[config.mk]
export PLATFORM = sky130hd
export DESIGN_NAME = elink_tx
export DESIGN_NICKNAME = d
export VERILOG_FILES = /design/src/elink_tx.sv
export VERILOG_INCLUDE_DIRS = /design/src /design/src/include
export SDC_FILE = /design/constraint.sdc
export NUM_CORES = 1
export LEC_CHECK = 0
export BUFFER_PORTS_ARGS = -buffer_cell sky130_fd_sc_hd__buf_2
export CELL_PAD_IN_SITES_DETAIL_PLACEMENT = 1
export CELL_PAD_IN_SITES_GLOBAL_PLACEMENT = 1
export CORE_ASPECT_RATIO = 1.25
export CORE_MARGIN = 5
export CORE_UTILIZATION = 40
export DETAILED_ROUTE_END_ITERATION = 10
export PLACE_DENSITY_LB_ADDON = 0.05
export SETUP_SLACK_MARGIN = 0.5
export SLEW_MARGIN = 10
export SYNTH_ARGS = -nofsm -noshare
export SYNTH_HDL_FRONTEND = slang
export SYNTH_SLANG_ARGS = --single-unit
[constraint.sdc]
create_clock -name clk_40 -period 2 [get_ports clk_40]
set_input_delay 0.2 -clock clk_40 [delete_from_list [all_inputs] [get_ports clk_40]]
set_output_delay 0.2 -clock clk_40 [all_outputs]
set_load 0.02 [all_outputs]
[src/include/mopshub_macros.svh]
`ifndef MOPSHUB_MACROS_SVH
`define MOPSHUB_MACROS_SVH

// Hub size
`define N_BUSES 4
`define BUS_ID_W 2

// clk_40 cycles per bit on a front-end bus
`define MOPS_BIT_CYCLES 4

// Node frame fields
`define NODE_ID_W 8
`define PAYLOAD_W 16

// Serial e-link word
`define ELINK_W 32

`endif

[src/elink_tx.sv]
`include "mopshub_macros.svh"

module elink_tx (
  input  logic               clk_40,
  input  logic               rst,
  input  logic               load,
  input  logic [`ELINK_W-1:0] load_word,
  output logic               tx_elink,
  output logic               busy
);

  // Counts data bits plus the trailing idle bit
  localparam int CNT_W = $clog2(`ELINK_W + 2);

  logic [`ELINK_W-1:0] sh;
  logic [CNT_W-1:0]    cnt;

  always_ff @(posedge clk_40)
  begin
    if (!rst)
    begin
      tx_elink <= 1'b1;
      busy     <= 1'b0;
      cnt      <= '0;
    end
    else if (!busy)
    begin
      if (load)
      begin
        // Start bit
        tx_elink <= 1'b0;
        busy     <= 1'b1;
        cnt      <= '0;
      end
    end
    else
    begin
      cnt <= cnt + 1'b1;
      if (cnt < CNT_W'(`ELINK_W))
        tx_elink <= sh[`ELINK_W-1];
      else if (cnt == CNT_W'(`ELINK_W))
        tx_elink <= 1'b1;
      else
        busy <= 1'b0;
    end
  end

  // MSB first
  always_ff @(posedge clk_40)
  begin
    if (!busy && load)
      sh <= load_word;
    else if (busy)
      sh <= sh << 1;
  end

endmodule

==> impl_results.md <==
* Status: finished clean
* WS Path Type: reg -> reg
* R2R cell count at 3
* Die Span Y at 84.1 µm
* Share of layout cells above drive strength 1 at ~22%
* CTS root buf: clkbuf_8
* Mapped cell area at between 1500 and 2000 µm²
* Area grow syn2layout at 19.3%
* FF-to-FF setup slack at 650 ps
* R2R Path End: sh[16]
* Post-synth EDFFs at 32
* Tcrit/Tclk final at 67.3%
* Pwr per Cell Area at 837 nW/µm²
* WP data arrival at around 1400 ps
* Via count at 1342
* Final min period at 1350 ps
* Post_cts resized at 1
* Worst Max-Slew Pin Slew at 398 ps
* CP max FO at 25
* Die Wd at 69.3 µm
* Number of DRC markers in iteration 0 at 59
* HP Class: in -> reg
* Worst-skew pair later-pin latency at slightly below 300 ps
* Final instance area at 2100 µm²
* CTS max path bufs at 2
* Global-route total usage across every layer at 14.3%
* Met3 Routed Length at 170 µm
* Synth top area cells: edfxtp_1 (55%), nand2_1 (21%), dfxtp_1 (9.1%)
* Routability Congestion at 0.820
* Crit start category: flip-flop
* Largest net degree at the start of global routing at 33
* Worst r2r src: busy
* YS warnings at 0
* Synth top cells by count: nand2_1 (98), edfxtp_1 (32), buf_2 (8), dfxtp_1 (8), inv_1 (4)
* DR top layer: met4
* Dpl ws at 243 ps
* DR WL met2 at 2170 µm
* Count leader, synth: nand2_1
* Die Area at about 5800 µm²
* Post-DRT Antenna Nets at 0
* Crit path launch: busy
* Beginning of the worst hold path: load_word[4]
* Final Hold Violating Endpoints at 0
* Met1 wire length at around 1500 µm
* Core ar. at 4320 µm²
* Worst Path Required at 2040 ps
* Final net count at 256
* Headroom to the max-slew limit at 73.1%
* Critical Path End Type: flip-flop
* Cts bufs inserted at 5
* Area post-placement at 2020 µm²
* Routed len/inst at 13.9 µm
* TritonCTS clock tree: built
* TNS Setup at 0 ps
* Slew Viols, Final at 0
* CTS H-Tree Depth at 2
* Sequential-to-total area share from yosys stat at a little under two thirds
* Peak supply drop at 520 µV
* TritonCTS Sinks at 40
* Final worst setup slack at between 600 and 700 ps
* Mapped Cells at 182
* Detailed-router iteration count before antenna repair at 4
* Initial antenna violation count at 0
* Initial Util at 40.7%
* Synthesized flop and latch total at 40
* Total gr overflow at 0
* Vias/cell at 4.83
* Worst-path clk slew at 80 ps
* Vias in the first global route at 1440
* Synth async-reset ratio at 0%
* Post-CTS Setup Bufs at 0
* RSZ-0062 raised after global routing: no
* Leak pwr at 0.964 nW
* Yosys top cell area share at 54.6%
* I/O Buffers at 36
* Avg Cell Area, Syn at 9.67 µm²
* Syn nets at 219
* Distinct cells, synth at 27
* Max-cap violations at 0
* Hold Buf Count CTS at 0
* Hold Path End: sh[4]
* Top Ports at 37
* Row count at 27
* Post-route DRC at 0
* First-pass GRT wire length at 6670 µm
* N_diodes at 0
* Clk_skew at around 6.7 ps
* Post-synth top area cell: edfxtp_1
* Most used DFF post-synth: edfxtp_1
* Final setup viols at 0
* Achievable clock frequency at 0.743 GHz
* Hold path depth at 3
* Post-Route WL at 3860 µm
* DP Wirelength at around 2800 µm
==> logic make-up (layout without fill, tap and decap cells) <==
family          after synthesis  count (layout)  share of synthesized area [%]
compound gates               12              12                           4.55
fa+ha+maj                     2               2                           1.42
buf+inv                      13              51                           3.34
flops                        40              40                           63.7
mux                           1               1                          0.569
simple gates                114             114                           26.4
==> layout by cell type, fill, tap and decap left out, types with 2 or more instances in the layout <==
| cell | netlist | layout |
|---|---|---|
| nand2_1 | 98 | 98 |
| buf_2 | 8 | 36 |
| edfxtp_1 | 32 | 32 |
| dfxtp_1 | 8 | 7 |
| clkbuf_8 | 0 | 5 |
| inv_1 | 4 | 3 |
| nor2b_1 | 3 | 3 |
| o21ai_0 | 3 | 3 |
| nor2_1 | 3 | 2 |
| o21a_1 | 2 | 2 |
| a21oi_1 | 2 | 2 |
| nand3_1 | 2 | 2 |
| ha_1 | 2 | 2 |
| clkbuf_1 | 1 | 2 |
| buf_4 | 0 | 2 |
==> worst max path at each step <==
| stage | endpoint | cells after the start |
|---|---|---|
| floorplan | sh[0] | 3 |
| global placement | sh[0] | 2 |
| detailed placement | sh[19] | 3 |
| CTS | sh[0] | 2 |
| global route | sh[18] | 3 |
| finish | sh[16] | 3 |
==> layout make-up <==
class | instances | area (µm²)
multi-input combinational | 129 | 589
timing repair buffer | 39 | 215
tap | 58 | 72.6
clock buffer | 7 | 76.3
inverter | 4 | 18.8
clock inverter | 1 | 5.00
fill | 549 | 2220
sequential | 40 | 1120
==> through the flow <==
stage | std cells | hold slack, ps | utilization (%) | total power, mW
final | 278 | 170 | 48.6 | 1.76
after global routing | 278 | 157 | 48.6 | 1.87
after CTS | 278 | 164 | 48.5 | 1.79
after detailed placement | 270 | 469 | 46.6 | 1.27
after global placement | 270 | 458 | 46.6 | 1.25
after floorplan | 182 | 374 | - | 1.18
==> sequential cells by signal, indices dropped and copies added, names as in the netlist <==
name / count
busy: 1
cnt: 6
sh: 32
tx_elink: 1
==> metal layers <==
metal  track usage (%)  vias up
met3              4.67        5
met1              16.1      644
met2              25.6       24
met5                 0        -
met4              4.26        0
li1                  -      669
==> worst max-delay path: stages, from the launching register on <==
cell and delay (ps):
dfxtp_2 400, nor2_4 170, clkinvlp_4 270, buf_12 250
==> where the power goes <==
group | internal [mW] | switching, mW
Sequential | 1.01 | 0.0305
Combinational | 0.0834 | 0.121
Clock | 0.245 | 0.269
Total | 1.34 | 0.421
Note: power is estimated with default switching activity, not from simulation.
