**src/include/mopshub_macros.svh**
```systemverilog
`ifndef MOPSHUB_MACROS_SVH
`define MOPSHUB_MACROS_SVH

// Hub size
`define N_BUSES 4
`define BUS_ID_W 2

// clk_40 cycles per bit on a front-end bus
`define MOPS_BIT_CYCLES 4

// Node frame fields
`define NODE_ID_W 8
`define PAYLOAD_W 16

// Serial e-link word
`define ELINK_W 32

`endif

```
**src/elink_rx.sv**
```systemverilog
`include "mopshub_macros.svh"

module elink_rx (
  input  logic                  clk_40,
  input  logic                  rst,
  input  logic                  rx_elink,
  output logic                  dn_valid,
  output logic [`BUS_ID_W-1:0]  dn_bus,
  output logic [`NODE_ID_W-1:0] dn_node,
  output logic [`PAYLOAD_W-1:0] dn_payload
);

  localparam logic [1:0] ST_IDLE  = 2'd0;
  localparam logic [1:0] ST_SHIFT = 2'd1;
  localparam logic [1:0] ST_WAIT  = 2'd2;
  localparam int         CNT_W    = $clog2(`ELINK_W);

  logic [1:0]          state;
  logic [CNT_W-1:0]    cnt;
  logic [`ELINK_W-2:0] sh;
  logic [`ELINK_W-1:0] word;
  logic                last_bit;

  assign word     = {sh, rx_elink};
  assign last_bit = state == ST_SHIFT && cnt == CNT_W'(`ELINK_W - 1);

  always_ff @(posedge clk_40)
  begin
    if (!rst)
    begin
      state    <= ST_IDLE;
      cnt      <= '0;
      dn_valid <= 1'b0;
    end
    else
    begin
      dn_valid <= 1'b0;
      case (state)
        ST_IDLE:
        begin
          if (!rx_elink)
          begin
            state <= ST_SHIFT;
            cnt   <= '0;
          end
        end
        ST_SHIFT:
        begin
          cnt <= cnt + 1'b1;
          if (last_bit)
          begin
            dn_valid <= 1'b1;
            state    <= ST_WAIT;
          end
        end
        // Hold off until the line is back high
        ST_WAIT:
        begin
          if (rx_elink)
            state <= ST_IDLE;
        end
        default:
          state <= ST_IDLE;
      endcase
    end
  end

  always_ff @(posedge clk_40)
  begin
    if (state == ST_SHIFT)
      sh <= word[`ELINK_W-2:0];
  end

  always_ff @(posedge clk_40)
  begin
    if (last_bit)
    begin
      dn_bus     <= word[`ELINK_W-1 -: `BUS_ID_W];
      dn_node    <= word[`ELINK_W-`BUS_ID_W-1 -: `NODE_ID_W];
      dn_payload <= word[`ELINK_W-`BUS_ID_W-`NODE_ID_W-1 -: `PAYLOAD_W];
    end
  end

endmodule

```
**config.mk**
```make
export PLATFORM = sky130hd
export DESIGN_NAME = elink_rx
export DESIGN_NICKNAME = d
export VERILOG_FILES = /design/src/elink_rx.sv
export VERILOG_INCLUDE_DIRS = /design/src /design/src/include
export SDC_FILE = /design/constraint.sdc
export NUM_CORES = 1
export LEC_CHECK = 0
export BUFFER_PORTS_ARGS = -buffer_cell sky130_fd_sc_hd__buf_2
export CELL_PAD_IN_SITES_DETAIL_PLACEMENT = 0
export CELL_PAD_IN_SITES_GLOBAL_PLACEMENT = 1
export CORE_ASPECT_RATIO = 1.25
export CORE_UTILIZATION = 50
export CTS_CLUSTER_SIZE = 12
export DETAILED_ROUTE_END_ITERATION = 7
export GPL_ROUTABILITY_DRIVEN = 0
export GPL_TIMING_DRIVEN = 0
export PLACE_DENSITY = 0.77
export REMOVE_ABC_BUFFERS = 1
export SYNTH_ARGS = -nofsm -noshare
export SYNTH_HDL_FRONTEND = slang
export SYNTH_SLANG_ARGS = --single-unit
```
**constraint.sdc**
```tcl
create_clock -name clk_40 -period 4.54 [get_ports clk_40]
set_input_delay 0.908 -clock clk_40 [delete_from_list [all_inputs] [get_ports clk_40]]
set_output_delay 0.908 -clock clk_40 [all_outputs]
set_load 0.01 [all_outputs]
```
==> impl_metrics.ini <==
[outcome]
run_status = complete, no violations

[placement]
dpl_cell_area_mm2 = 0.00229
hpwlAfterDp_mm = 1.67
placed_cells = 181
portBuffers = 29

[sta]
skew_ns = 0.00450
max_freq_mhz = 532
fin_setup_tns_ns = 0
rsz0062_at_grt = no
slew_headroom_pct = 66.9
min_period_ns = 1.88
setup_violations = 0
slew_viol_final = 0
min_period_over_period_pct = 41.4
hold_viol = 0
tightest_slew_ns = 0.497

[power_and_ir_drop]
p_per_area_mw_per_mm2 = 475
fin_total_pwr_mw = 1.18
leakagePower_nw = 0.890
ir_drop_uv = 211

[cells_and_area]
drive_gt1_share_pct = 31.7
fillers = 298
mostFrequentLayoutCell = edfxtp_1
final_cell_mix = edfxtp_1, buf_2, clkbuf_8
seqCellArea_mm2 = 0.00187
diodes = 0
area_delta_synth_final_pct = 20.6
fin_nets = 143
fin_cells = 196
multiInputGateArea_um2 = 191
finalInstanceArea_mm2 = 0.00249

[global_route]
grt_pass1_wl_mm = 4.20
grt_start_max_net_pins = 36
grt_pass1_vias = 850
gr-usage-met1_pct = 17.3
use_met2_pct = 20.5
antenna_found_initial = 0
top_usage_layer = met2
track_usage_pct = 14.4
gr-usage-met3_pct = 5.28
gr-total-overflow = 0

[critical_path]
crit_end = dn_payload[14]$_DFFE_PP_
crit_start = cnt[0]$_SDFFE_PN0P_
rr_startpoint = cnt[0]$_SDFFE_PN0P_
crit_path_top_delay_cell = nor2_2
critical_path.endpoint_type = flip-flop
worstSetupStartpointType = flip-flop
rr_worst_depth = 6
critical_path_peak_fanout = 21
cp.arrival_ns = 1.90
path_class = flip-flop to flip-flop
r2r_slack_ns = 2.66
cp.required_ns = 4.56
worstPathCellList = ha_1 -> and3_1 -> ha_1 -> nand2_1 -> nor2_2 -> buf_8
cp_common_cell = ha_1
slowest_delay_ns = 0.38
reg2reg_to = dn_payload[14]$_DFFE_PP_

[synth]
synthArstFlopShare_pct = 0
synthDistinctLibCells = 20
synthTopCellsByArea = edfxtp_1, dfxtp_1, ha_1, o21ai_0, a21oi_1
yosys.area.top_type_share_pct = 82.8
yosysWarnings = 0
synth_enable_flop_cells = 57
syn_avg_cell_area_um2 = 21.1
netlist_area_mm2 = 0.00207
yosysTopAreaCell = edfxtp_1
syn_inst = 98
synth-seq-area-share_pct = 90.5
synth_flop_cell = edfxtp_1
ys_seq_elements = 65

[route]
detail_route.first_pass.iterations = 4
drc_errors = 0
routed_wl_mm = 2.68
detail_route.wl_per_cell_um = 13.7
vias_per_cell = 4.86
ant_nets = 0
vias = 953
drtIter0Drc = 34

[job]
drv_cap = 0

[clocking]
clk_pin_slew_ns = 0.06
cts_root_buf = clkbuf_8
clk_latency_ns = 0.32
clock-sinks = 65
cts_max_level = 3
numCtsBuffers = 9
clockBufferDepth = 2
ctsHoldBuffers = 0
cts_tree = done
cts_resized = 0
post_cts_buffers = 0

[floorplanning]
dieArea_mm2 = 0.00440
rows = 25
coreArea_mm2 = 0.00388
die_w_um = 59.5
die_h_um = 73.9
start_util_pct = 53.3
pin_count = 30

[worst_hold_path]
hp-class = flip-flop to flip-flop
worstHoldStart = sh[0]$_DFFE_PP_
==> state kept, by name, indices dropped and copies added, names as in the netlist <==
| signal | flops |
|---|---|
| cnt | 5 |
| dn_bus | 2 |
| dn_node | 8 |
| dn_payload | 16 |
| dn_valid | 1 |
| sh | 31 |
| state | 2 |
==> worst min path at each step <==
stage | end | slack, ns | cells past startpoint
after global placement | dn_bus[1]$_DFFE_PP_ | 0.41 | 0
after global routing | sh[2]$_DFFE_PP_ | 0.42 | 0
after detailed placement | sh[1]$_DFFE_PP_ | 0.41 | 0
final | sh[1]$_DFFE_PP_ | 0.42 | 0
after floorplan | dn_bus[1]$_DFFE_PP_ | 0.40 | 0
after CTS | sh[2]$_DFFE_PP_ | 0.42 | 0
==> through the flow <==
step | setup slack, ns | hold WS, ns | utilization [%]
2_1_floorplan | 2.12 | 0.400 | -
3_3_place_gp | 1.59 | 0.407 | 58.7
3_5_place_dp | 2.67 | 0.415 | 59.2
4_1_cts | 2.64 | 0.422 | 64.3
5_1_grt | 2.53 | 0.421 | 64.3
6_report | 2.66 | 0.424 | 64.3
==> worst max-delay path, delay by kind of cell, from the launching register on <==
| kind | cells | cell delay [ns] |
|---|---|---|
| adder cells (fa/ha/maj) | 2 | 0.33 |
| buffers and inverters | 1 | 0.25 |
| flip-flops | 1 | 0.36 |
| AND/OR/NAND/NOR | 3 | 0.65 |
==> final cells by class <==
type | instances | share of cell area (%)
well taps | 54 | 2.71
clock inverters | 4 | 2.76
flip-flops and latches | 65 | 75.0
clock buffers | 11 | 5.27
multi-input cells | 31 | 7.67
repair buffers | 30 | 6.42
inverters | 1 | 0.150
==> kinds of logic (layout without fill, tap and decap cells) <==
logic type                 Yosys count  count (layout)  share of synthesized area, %
AOI/OAI and AO/OA                   11              11                          2.90
buffers and inverters                2              46                         0.363
and+or+nand+nor                     18              18                          5.02
DFF                                 65              65                          90.5
adders and majority gates            2               2                          1.21
==> Yosys cell counts (2+ instances only) <==
library cell	n
edfxtp_1	57
dfxtp_1	8
o21ai_0	5
nand2_1	4
a21oi_1	3
nand3_1	3
a31oi_1	2
ha_1	2
nor2_1	2
nor3_1	2
==> power by group <==
group	internal, mW	switching (mW)
sequential	0.670	0.00888
combinational	0.00365	0.0108
clock	0.304	0.187
total	0.978	0.207
==> layer usage <==
layer  part of all wire (%)  wire length, um
met1                     45             1200
met5                      0                0
met4                    2.3               63
met2                     47             1270
met3                    5.6              151
Power figures use the tool's default switching activity.
