<file path="config.mk">
export PLATFORM = sky130hd
export DESIGN_NAME = bus_channel
export DESIGN_NICKNAME = d
export VERILOG_FILES = /design/src/mopshub_pkg.sv /design/src/bus_channel.sv
export VERILOG_INCLUDE_DIRS = /design/src /design/src/include
export SDC_FILE = /design/constraint.sdc
export NUM_CORES = 1
export LEC_CHECK = 0
export ABC_AREA = 1
export BUFFER_PORTS_ARGS = -buffer_cell sky130_fd_sc_hd__buf_2
export CORE_MARGIN = 2
export CORE_UTILIZATION = 55
export DETAILED_ROUTE_END_ITERATION = 10
export PLACE_DENSITY = 0.85
export SKIP_LAST_GASP = 1
export SLEW_MARGIN = 25
export SYNTH_ARGS = -nofsm -noshare
export SYNTH_HDL_FRONTEND = slang
export SYNTH_SLANG_ARGS = --single-unit
</file>
<file path="constraint.sdc">
create_clock -name clk_40 -period 8.3 [get_ports clk_40]
set_clock_uncertainty 0.2 [all_clocks]
set_input_delay 0.83 -clock clk_40 [delete_from_list [all_inputs] [get_ports clk_40]]
set_output_delay 0.83 -clock clk_40 [all_outputs]
set_load 0.005 [all_outputs]
</file>
<file path="src/include/mopshub_macros.svh">
`ifndef MOPSHUB_MACROS_SVH
`define MOPSHUB_MACROS_SVH

// Hub size
`define N_BUSES 4
`define BUS_ID_W 2

// clk_40 cycles per bit on a front-end bus
`define MOPS_BIT_CYCLES 4

// Node frame fields
`define NODE_ID_W 8
`define PAYLOAD_W 16

// Serial e-link word
`define ELINK_W 32

`endif

</file>
<file path="src/mopshub_pkg.sv">
`include "mopshub_macros.svh"

package mopshub_pkg;

  // Kind bit of an uplink word
  localparam logic KIND_DATA   = 1'b0;
  localparam logic KIND_STATUS = 1'b1;

  // One uplink word, read as node data or as channel status
  typedef union packed {
    struct packed {
      logic                  kind;
      logic [`BUS_ID_W-1:0]  bus_id;
      logic [`NODE_ID_W-1:0] node_id;
      logic [`PAYLOAD_W-1:0] payload;
      logic [`ELINK_W-1-`BUS_ID_W-`NODE_ID_W-`PAYLOAD_W-1:0] zero;
    } data;
    struct packed {
      logic                  kind;
      logic [`BUS_ID_W-1:0]  bus_id;
      logic [7:0]            err_cnt;
      logic [`ELINK_W-1-`BUS_ID_W-8-1:0] zero;
    } status;
  } hub_word_u;

endpackage

</file>
<file path="src/bus_channel.sv">
`include "mopshub_macros.svh"

module bus_channel #(
  parameter int CH_ID = 0
) (
  input  logic                   clk_40,
  input  logic                   rst,
  input  logic                   rx,
  input  logic                   grant,
  input  logic                   dn_valid,
  input  logic [`BUS_ID_W-1:0]   dn_bus,
  input  logic [`NODE_ID_W-1:0]  dn_node,
  input  logic [`PAYLOAD_W-1:0]  dn_payload,
  output logic                   tx,
  output logic                   up_req,
  output mopshub_pkg::hub_word_u up_word
);

  // Id, payload and parity sit between start and stop
  localparam int SH_W       = `NODE_ID_W + `PAYLOAD_W + 1;
  localparam int FRAME_BITS = SH_W + 2;
  localparam int CYC_W      = $clog2(`MOPS_BIT_CYCLES);
  localparam int BIT_W      = $clog2(FRAME_BITS);
  // Falling edge is seen one clock into the start bit
  localparam int HALF_WAIT  = `MOPS_BIT_CYCLES / 2 - 2;

  logic                         rx_active;
  logic [CYC_W-1:0]             rx_cyc;
  logic [BIT_W-1:0]             rx_bit;
  logic [SH_W-1:0]              rx_sh;
  logic                         stop_sample;
  logic                         frame_good;
  logic                         pending;
  logic                         drain_status;
  logic [7:0]                   err_cnt;
  logic [7:0]                   err_next;
  logic                         miss;
  mopshub_pkg::hub_word_u       data_word;
  mopshub_pkg::hub_word_u       status_word;

  logic                         tx_active;
  logic [CYC_W-1:0]             tx_cyc;
  logic [BIT_W-1:0]             tx_bit;
  logic [FRAME_BITS-2:0]        tx_sh;
  logic                         dn_hit;

  // Receive deserializer, samples at bit centres
  always_ff @(posedge clk_40)
  begin
    if (!rst)
    begin
      rx_active <= 1'b0;
      rx_cyc    <= '0;
      rx_bit    <= '0;
    end
    else if (!rx_active)
    begin
      if (!rx)
      begin
        rx_active <= 1'b1;
        rx_cyc    <= CYC_W'(HALF_WAIT);
        rx_bit    <= '0;
      end
    end
    else if (rx_cyc != '0)
      rx_cyc <= rx_cyc - 1'b1;
    else
    begin
      rx_cyc <= CYC_W'(`MOPS_BIT_CYCLES - 1);
      rx_bit <= rx_bit + 1'b1;
      // Glitch on the line, not a real start bit
      if (rx_bit == '0 && rx)
        rx_active <= 1'b0;
      else if (rx_bit == BIT_W'(FRAME_BITS - 1))
        rx_active <= 1'b0;
    end
  end

  always_ff @(posedge clk_40)
  begin
    if (rx_active && rx_cyc == '0 && rx_bit != '0 && rx_bit != BIT_W'(FRAME_BITS - 1))
      rx_sh <= {rx, rx_sh[SH_W-1:1]};
  end

  assign stop_sample = rx_active && rx_cyc == '0 && rx_bit == BIT_W'(FRAME_BITS - 1);
  // Good stop bit and even parity over id, payload and parity bit
  assign frame_good  = rx && !(^rx_sh);
  assign pending     = up_req && !grant;
  assign drain_status = !stop_sample && !grant && miss && !up_req;
  assign err_next    = (err_cnt == 8'hff) ? err_cnt : err_cnt + 8'd1;

  always_comb
  begin
    data_word              = '0;
    data_word.data.kind    = mopshub_pkg::KIND_DATA;
    data_word.data.bus_id  = `BUS_ID_W'(CH_ID);
    data_word.data.node_id = rx_sh[`NODE_ID_W-1:0];
    data_word.data.payload = rx_sh[`NODE_ID_W +: `PAYLOAD_W];
  end

  always_comb
  begin
    status_word                = '0;
    status_word.status.kind    = mopshub_pkg::KIND_STATUS;
    status_word.status.bus_id  = `BUS_ID_W'(CH_ID);
    status_word.status.err_cnt = stop_sample ? err_next : err_cnt;
  end

  // Pending uplink word and error bookkeeping
  always_ff @(posedge clk_40)
  begin
    if (!rst)
    begin
      up_req  <= 1'b0;
      err_cnt <= '0;
      miss    <= 1'b0;
    end
    else if (stop_sample && pending)
    begin
      // No room, the frame is lost
      err_cnt <= err_next;
      miss    <= 1'b1;
    end
    else if (stop_sample)
    begin
      up_req <= 1'b1;
      if (!frame_good)
      begin
        err_cnt <= err_next;
        miss    <= 1'b0;
      end
    end
    else if (grant)
      up_req <= 1'b0;
    else if (drain_status)
    begin
      up_req <= 1'b1;
      miss   <= 1'b0;
    end
  end

  always_ff @(posedge clk_40)
  begin
    if (stop_sample && !pending)
      up_word <= frame_good ? data_word : status_word;
    else if (drain_status)
      up_word <= status_word;
  end

  // Transmit serializer for downlink commands
  assign dn_hit = dn_valid && dn_bus == `BUS_ID_W'(CH_ID) && !tx_active;

  always_ff @(posedge clk_40)
  begin
    if (!rst)
    begin
      tx        <= 1'b1;
      tx_active <= 1'b0;
      tx_cyc    <= '0;
      tx_bit    <= '0;
    end
    else if (dn_hit)
    begin
      tx        <= 1'b0;
      tx_active <= 1'b1;
      tx_cyc    <= CYC_W'(`MOPS_BIT_CYCLES - 1);
      tx_bit    <= BIT_W'(FRAME_BITS - 1);
    end
    else if (tx_active)
    begin
      if (tx_cyc != '0)
        tx_cyc <= tx_cyc - 1'b1;
      else
      begin
        tx_cyc <= CYC_W'(`MOPS_BIT_CYCLES - 1);
        if (tx_bit == '0)
          tx_active <= 1'b0;
        else
        begin
          tx     <= tx_sh[0];
          tx_bit <= tx_bit - 1'b1;
        end
      end
    end
  end

  // Stop, parity, payload, node id; sent from bit 0 up
  always_ff @(posedge clk_40)
  begin
    if (dn_hit)
      tx_sh <= {1'b1, ^{dn_node, dn_payload}, dn_payload, dn_node};
    else if (tx_active && tx_cyc == '0)
      tx_sh <= tx_sh >> 1;
  end

endmodule

</file>
==> metrics.csv <==
stage;metric;value;unit
routing;vias per cell;5.08;
sta;Slew Viols, Final;0;
pwr;Sw Ratio;25.9;%
synth;share of synthesized cell area in and, or, nand and nor gates;25.0;%
clocking;Post-CTS Setup Inserts;0;
sta;Final Setup Violations;0;
layout;Finished Layout Cells;767;
routing;WL/cell;12.1;um
synth;largest family of logic cells by synthesized area;simple AND/OR/NAND/NOR gates;
clocking;H-tree depth;3;
pwr;power share of the clock group;30.2;%
global_routing;largest net degree at the start of global routing;34;
setup_path;R2R depth;9;
synth;mux contribution to synthesized area;0;%
pwr;static leakage;2.49;nW
synth;cell area after synthesis;5100;um^2
routing;drt first pass iters;5;
floorplanning;core footprint;9110;um^2
synth;Ys Warns;0;
clocking;CTS tree;built;
global_routing;gr ovfl total;0;
routing;initial detailed-routing violation count;232;
setup_path;WP data required;8.09;ns
floorplanning;FP Rows;35;
clocking;clk_lat worst skew;0.37;ns
pwr;Int Pwr;727;uW
setup_path;critical path capture point type;register;
clocking;CTS Buf Count;9;
layout;most frequent cells in the layout;nand2_1, edfxtp_1, inv_1;
synth;Seq/Total Area, Yosys;55.2;%
worst_hold_path;Hold EP;rx_bit[4];
setup_path;startpoint types;primary input;
worst_hold_path;Hold Path Depth;1;
sta;Slew headroom;35.2;%
synth;cell count after synthesis;596;
layout;most common cell after layout, fill and taps aside;nand2_1;
placement;Post-DP HPWL;6.78;mm
routing;Vias;3893;
pwr;Pwr Density;174;nW/um^2
clocking;Reg clk slew, reported paths;0.09;ns
pwr;register share of total power;59.1;%
synth;number of synthesized flops with an enable pin;75;
sta;Hold Fails Final Rpt;0;
pwr;VDD IR max;92.1;uV
clocking;clock sinks;103;
setup_path;Worst Path Arrival;2.50;ns
placement;dpl cells;751;
sta;worst slew pin tran;0.970;ns
routing;Post-DRT Antenna Nets;0;
routing;Remaining DRCs;0;
worst_hold_path;Min-Delay Startpoint;rx_bit[4];
floorplanning;die area;10100;um^2
sta;Final Cycle Share;32.6;%
sta;final setup margin;5.59;ns
run_status;outcome;finished, final reports clean;
placement;number of port buffers;57;
global_routing;vias in the first global route;3629;
worst_hold_path;hold crit path type;register to register;
sta;min Tclk post-route;2.71;ns
synth;synthesis-stage register bit count;103;
global_routing;first-pass GRT wire length;15.4;mm
layout;synthesis-to-finish area growth;10.6;%
job;Max Cap Viol;0;
synth;synth unique cells;36;
layout;share of cells above drive strength 1;15.1;%
sta;Max Fclk;369;MHz
global_routing;total track usage;19.0;%
synth;Compound-Gate Fraction of Synth Area;5.67;%
clocking;CTS Hold Bufs;0;
setup_path;reg2reg end;up_word[24];
sta;RSZ-0062 raised after global routing;false;
placement;Final GP Congestion;0.836;
floorplanning;die width;100;um
layout;antenna cell count;0;
clocking;Max Buffers Root-to-Sink;2;
setup_path;Critical Path Fanout Max;30;
setup_path;R2R Path Start;rx_bit[1];
clocking;CTS root buf;clkbuf_8;
pwr;Psw;254;uW
pwr;Total Power;981;uW
synth;Synth Flop Type;edfxtp_1;
floorplanning;Die H;100;um
global_routing;initial antenna violation count;0;
layout;fin util;61.9;%
layout;Nets;689;
setup_path;Worst R2R Setup Slack;5.59;ns
pwr;part of the power in combinational logic;10.8;%
clocking;post_cts resized;0;
synth;asr flop ratio synth;0;%
synth;Synth Area in Adders;1.72;%
floorplanning;io pins;65;
routing;final WL;9.31;mm
floorplanning;initial core utilization;56.0;%
sta;Final TNS setup;0;ns
synth;Avg Inst Size Synth;8.56;um^2
placement;pre-CTS setup slack;5.18;ns
setup_path;kind of critical path;primary input to register;
synth;XOR/XNOR share of the synthesized area;4.81;%
[cell families (layout without fill, tap and decap cells)]
family / Yosys count / in the layout
AO/OA/AOI/OAI: 54 / 54
XOR/XNOR: 28 / 28
adder cells (fa/ha/maj): 7 / 7
buffers and inverters: 92 / 146
flip-flops: 103 / 103
other: 1 / 7
AND/OR/NAND/NOR: 311 / 311
[cell type report]
cell class                      instances  area (um^2)
Inverter                               71          267
Clock inverter                          7         62.6
Tap cell                              111          139
Timing Repair Buffer                   59          300
Fill cell                             755         3470
Multi-Input combinational cell        407         1940
Clock buffer                            9          124
Sequential cell                       103         2810
[worst max-delay path, cell delays in order]
cell and delay [ns]:
buf_2 0.10, nor2_1 0.09, nand2_1 0.08, nor2_2 0.08
buf_4 0.29, inv_2 0.25, nand2_1 0.78
[how the worst max path moves through the flow]
| stage | from | end | slack, ns | depth (start not counted) |
|---|---|---|---|---|
| after floorplan | rx_bit[0] | up_word[10] | 4.83 | 7 |
| after global placement | dn_bus[1] | tx_sh[10] | 5.28 | 7 |
| after detailed placement | dn_bus[1] | tx_sh[11] | 5.18 | 7 |
| after CTS | rx_bit[1] | up_word[28] | 5.58 | 9 |
| after global routing | rx_bit[0] | up_word[21] | 5.36 | 10 |
| final | dn_bus[1] | tx_sh[2] | 5.59 | 7 |
[sequential cells by signal, summed over array words and instances, names as in the netlist]
name	flops
rx_active	1
err_cnt	8
tx_active	1
rx_sh	25
up_req	1
tx_cyc	2
rx_bit	5
miss	1
tx_bit	5
up_word	25
rx_cyc	2
tx	1
tx_sh	26
[metrics by stage]
| stage | instance area (um^2) | hold slack [ns] |
|---|---|---|
| final | 5640 | 0.273 |
| after detailed placement | 5460 | 0.250 |
| after CTS | 5640 | 0.263 |
| after floorplan | 5120 | 0.227 |
| after global routing | 5640 | 0.289 |
| after global placement | 5450 | 0.248 |
[synth_stat cells (all sizes together) (2+ instances only)]
library cell  count  share of area, %
a211oi            2              0.29
a21oi            23               2.3
a31oi             3              0.37
buf              14               1.9
clkbuf            7              0.52
dfxtp            28                11
edfxtp           75                44
ha                7               1.7
inv              70               5.2
nand2           236                17
nand3            20               2.4
nand4             6               1.2
nor2             40               3.0
nor3              5              0.49
o21ai            23               2.3
xnor2            19               3.3
xor2              9               1.5
[power groups by stage]
stage | clock network [mW] | registers [mW] | logic (mW)
after floorplan | 0 | 0.589 | 0.0822
after global placement | 0 | 0.591 | 0.0995
after detailed placement | 0 | 0.591 | 0.106
after CTS | 0.303 | 0.580 | 0.106
after global routing | 0.323 | 0.582 | 0.120
final | 0.296 | 0.580 | 0.106
[per-layer routing]
layer	share of wire (%)	GRT usage (%)	vias up	wire, um
met4	1.5	8.01	0	140
met3	4.9	3.97	12	453
met5	0	0	-	0
li1	-	-	2005	-
met2	49	32.8	112	4600
met1	44	23.1	1764	4110
Power figures use the tool's default switching activity.
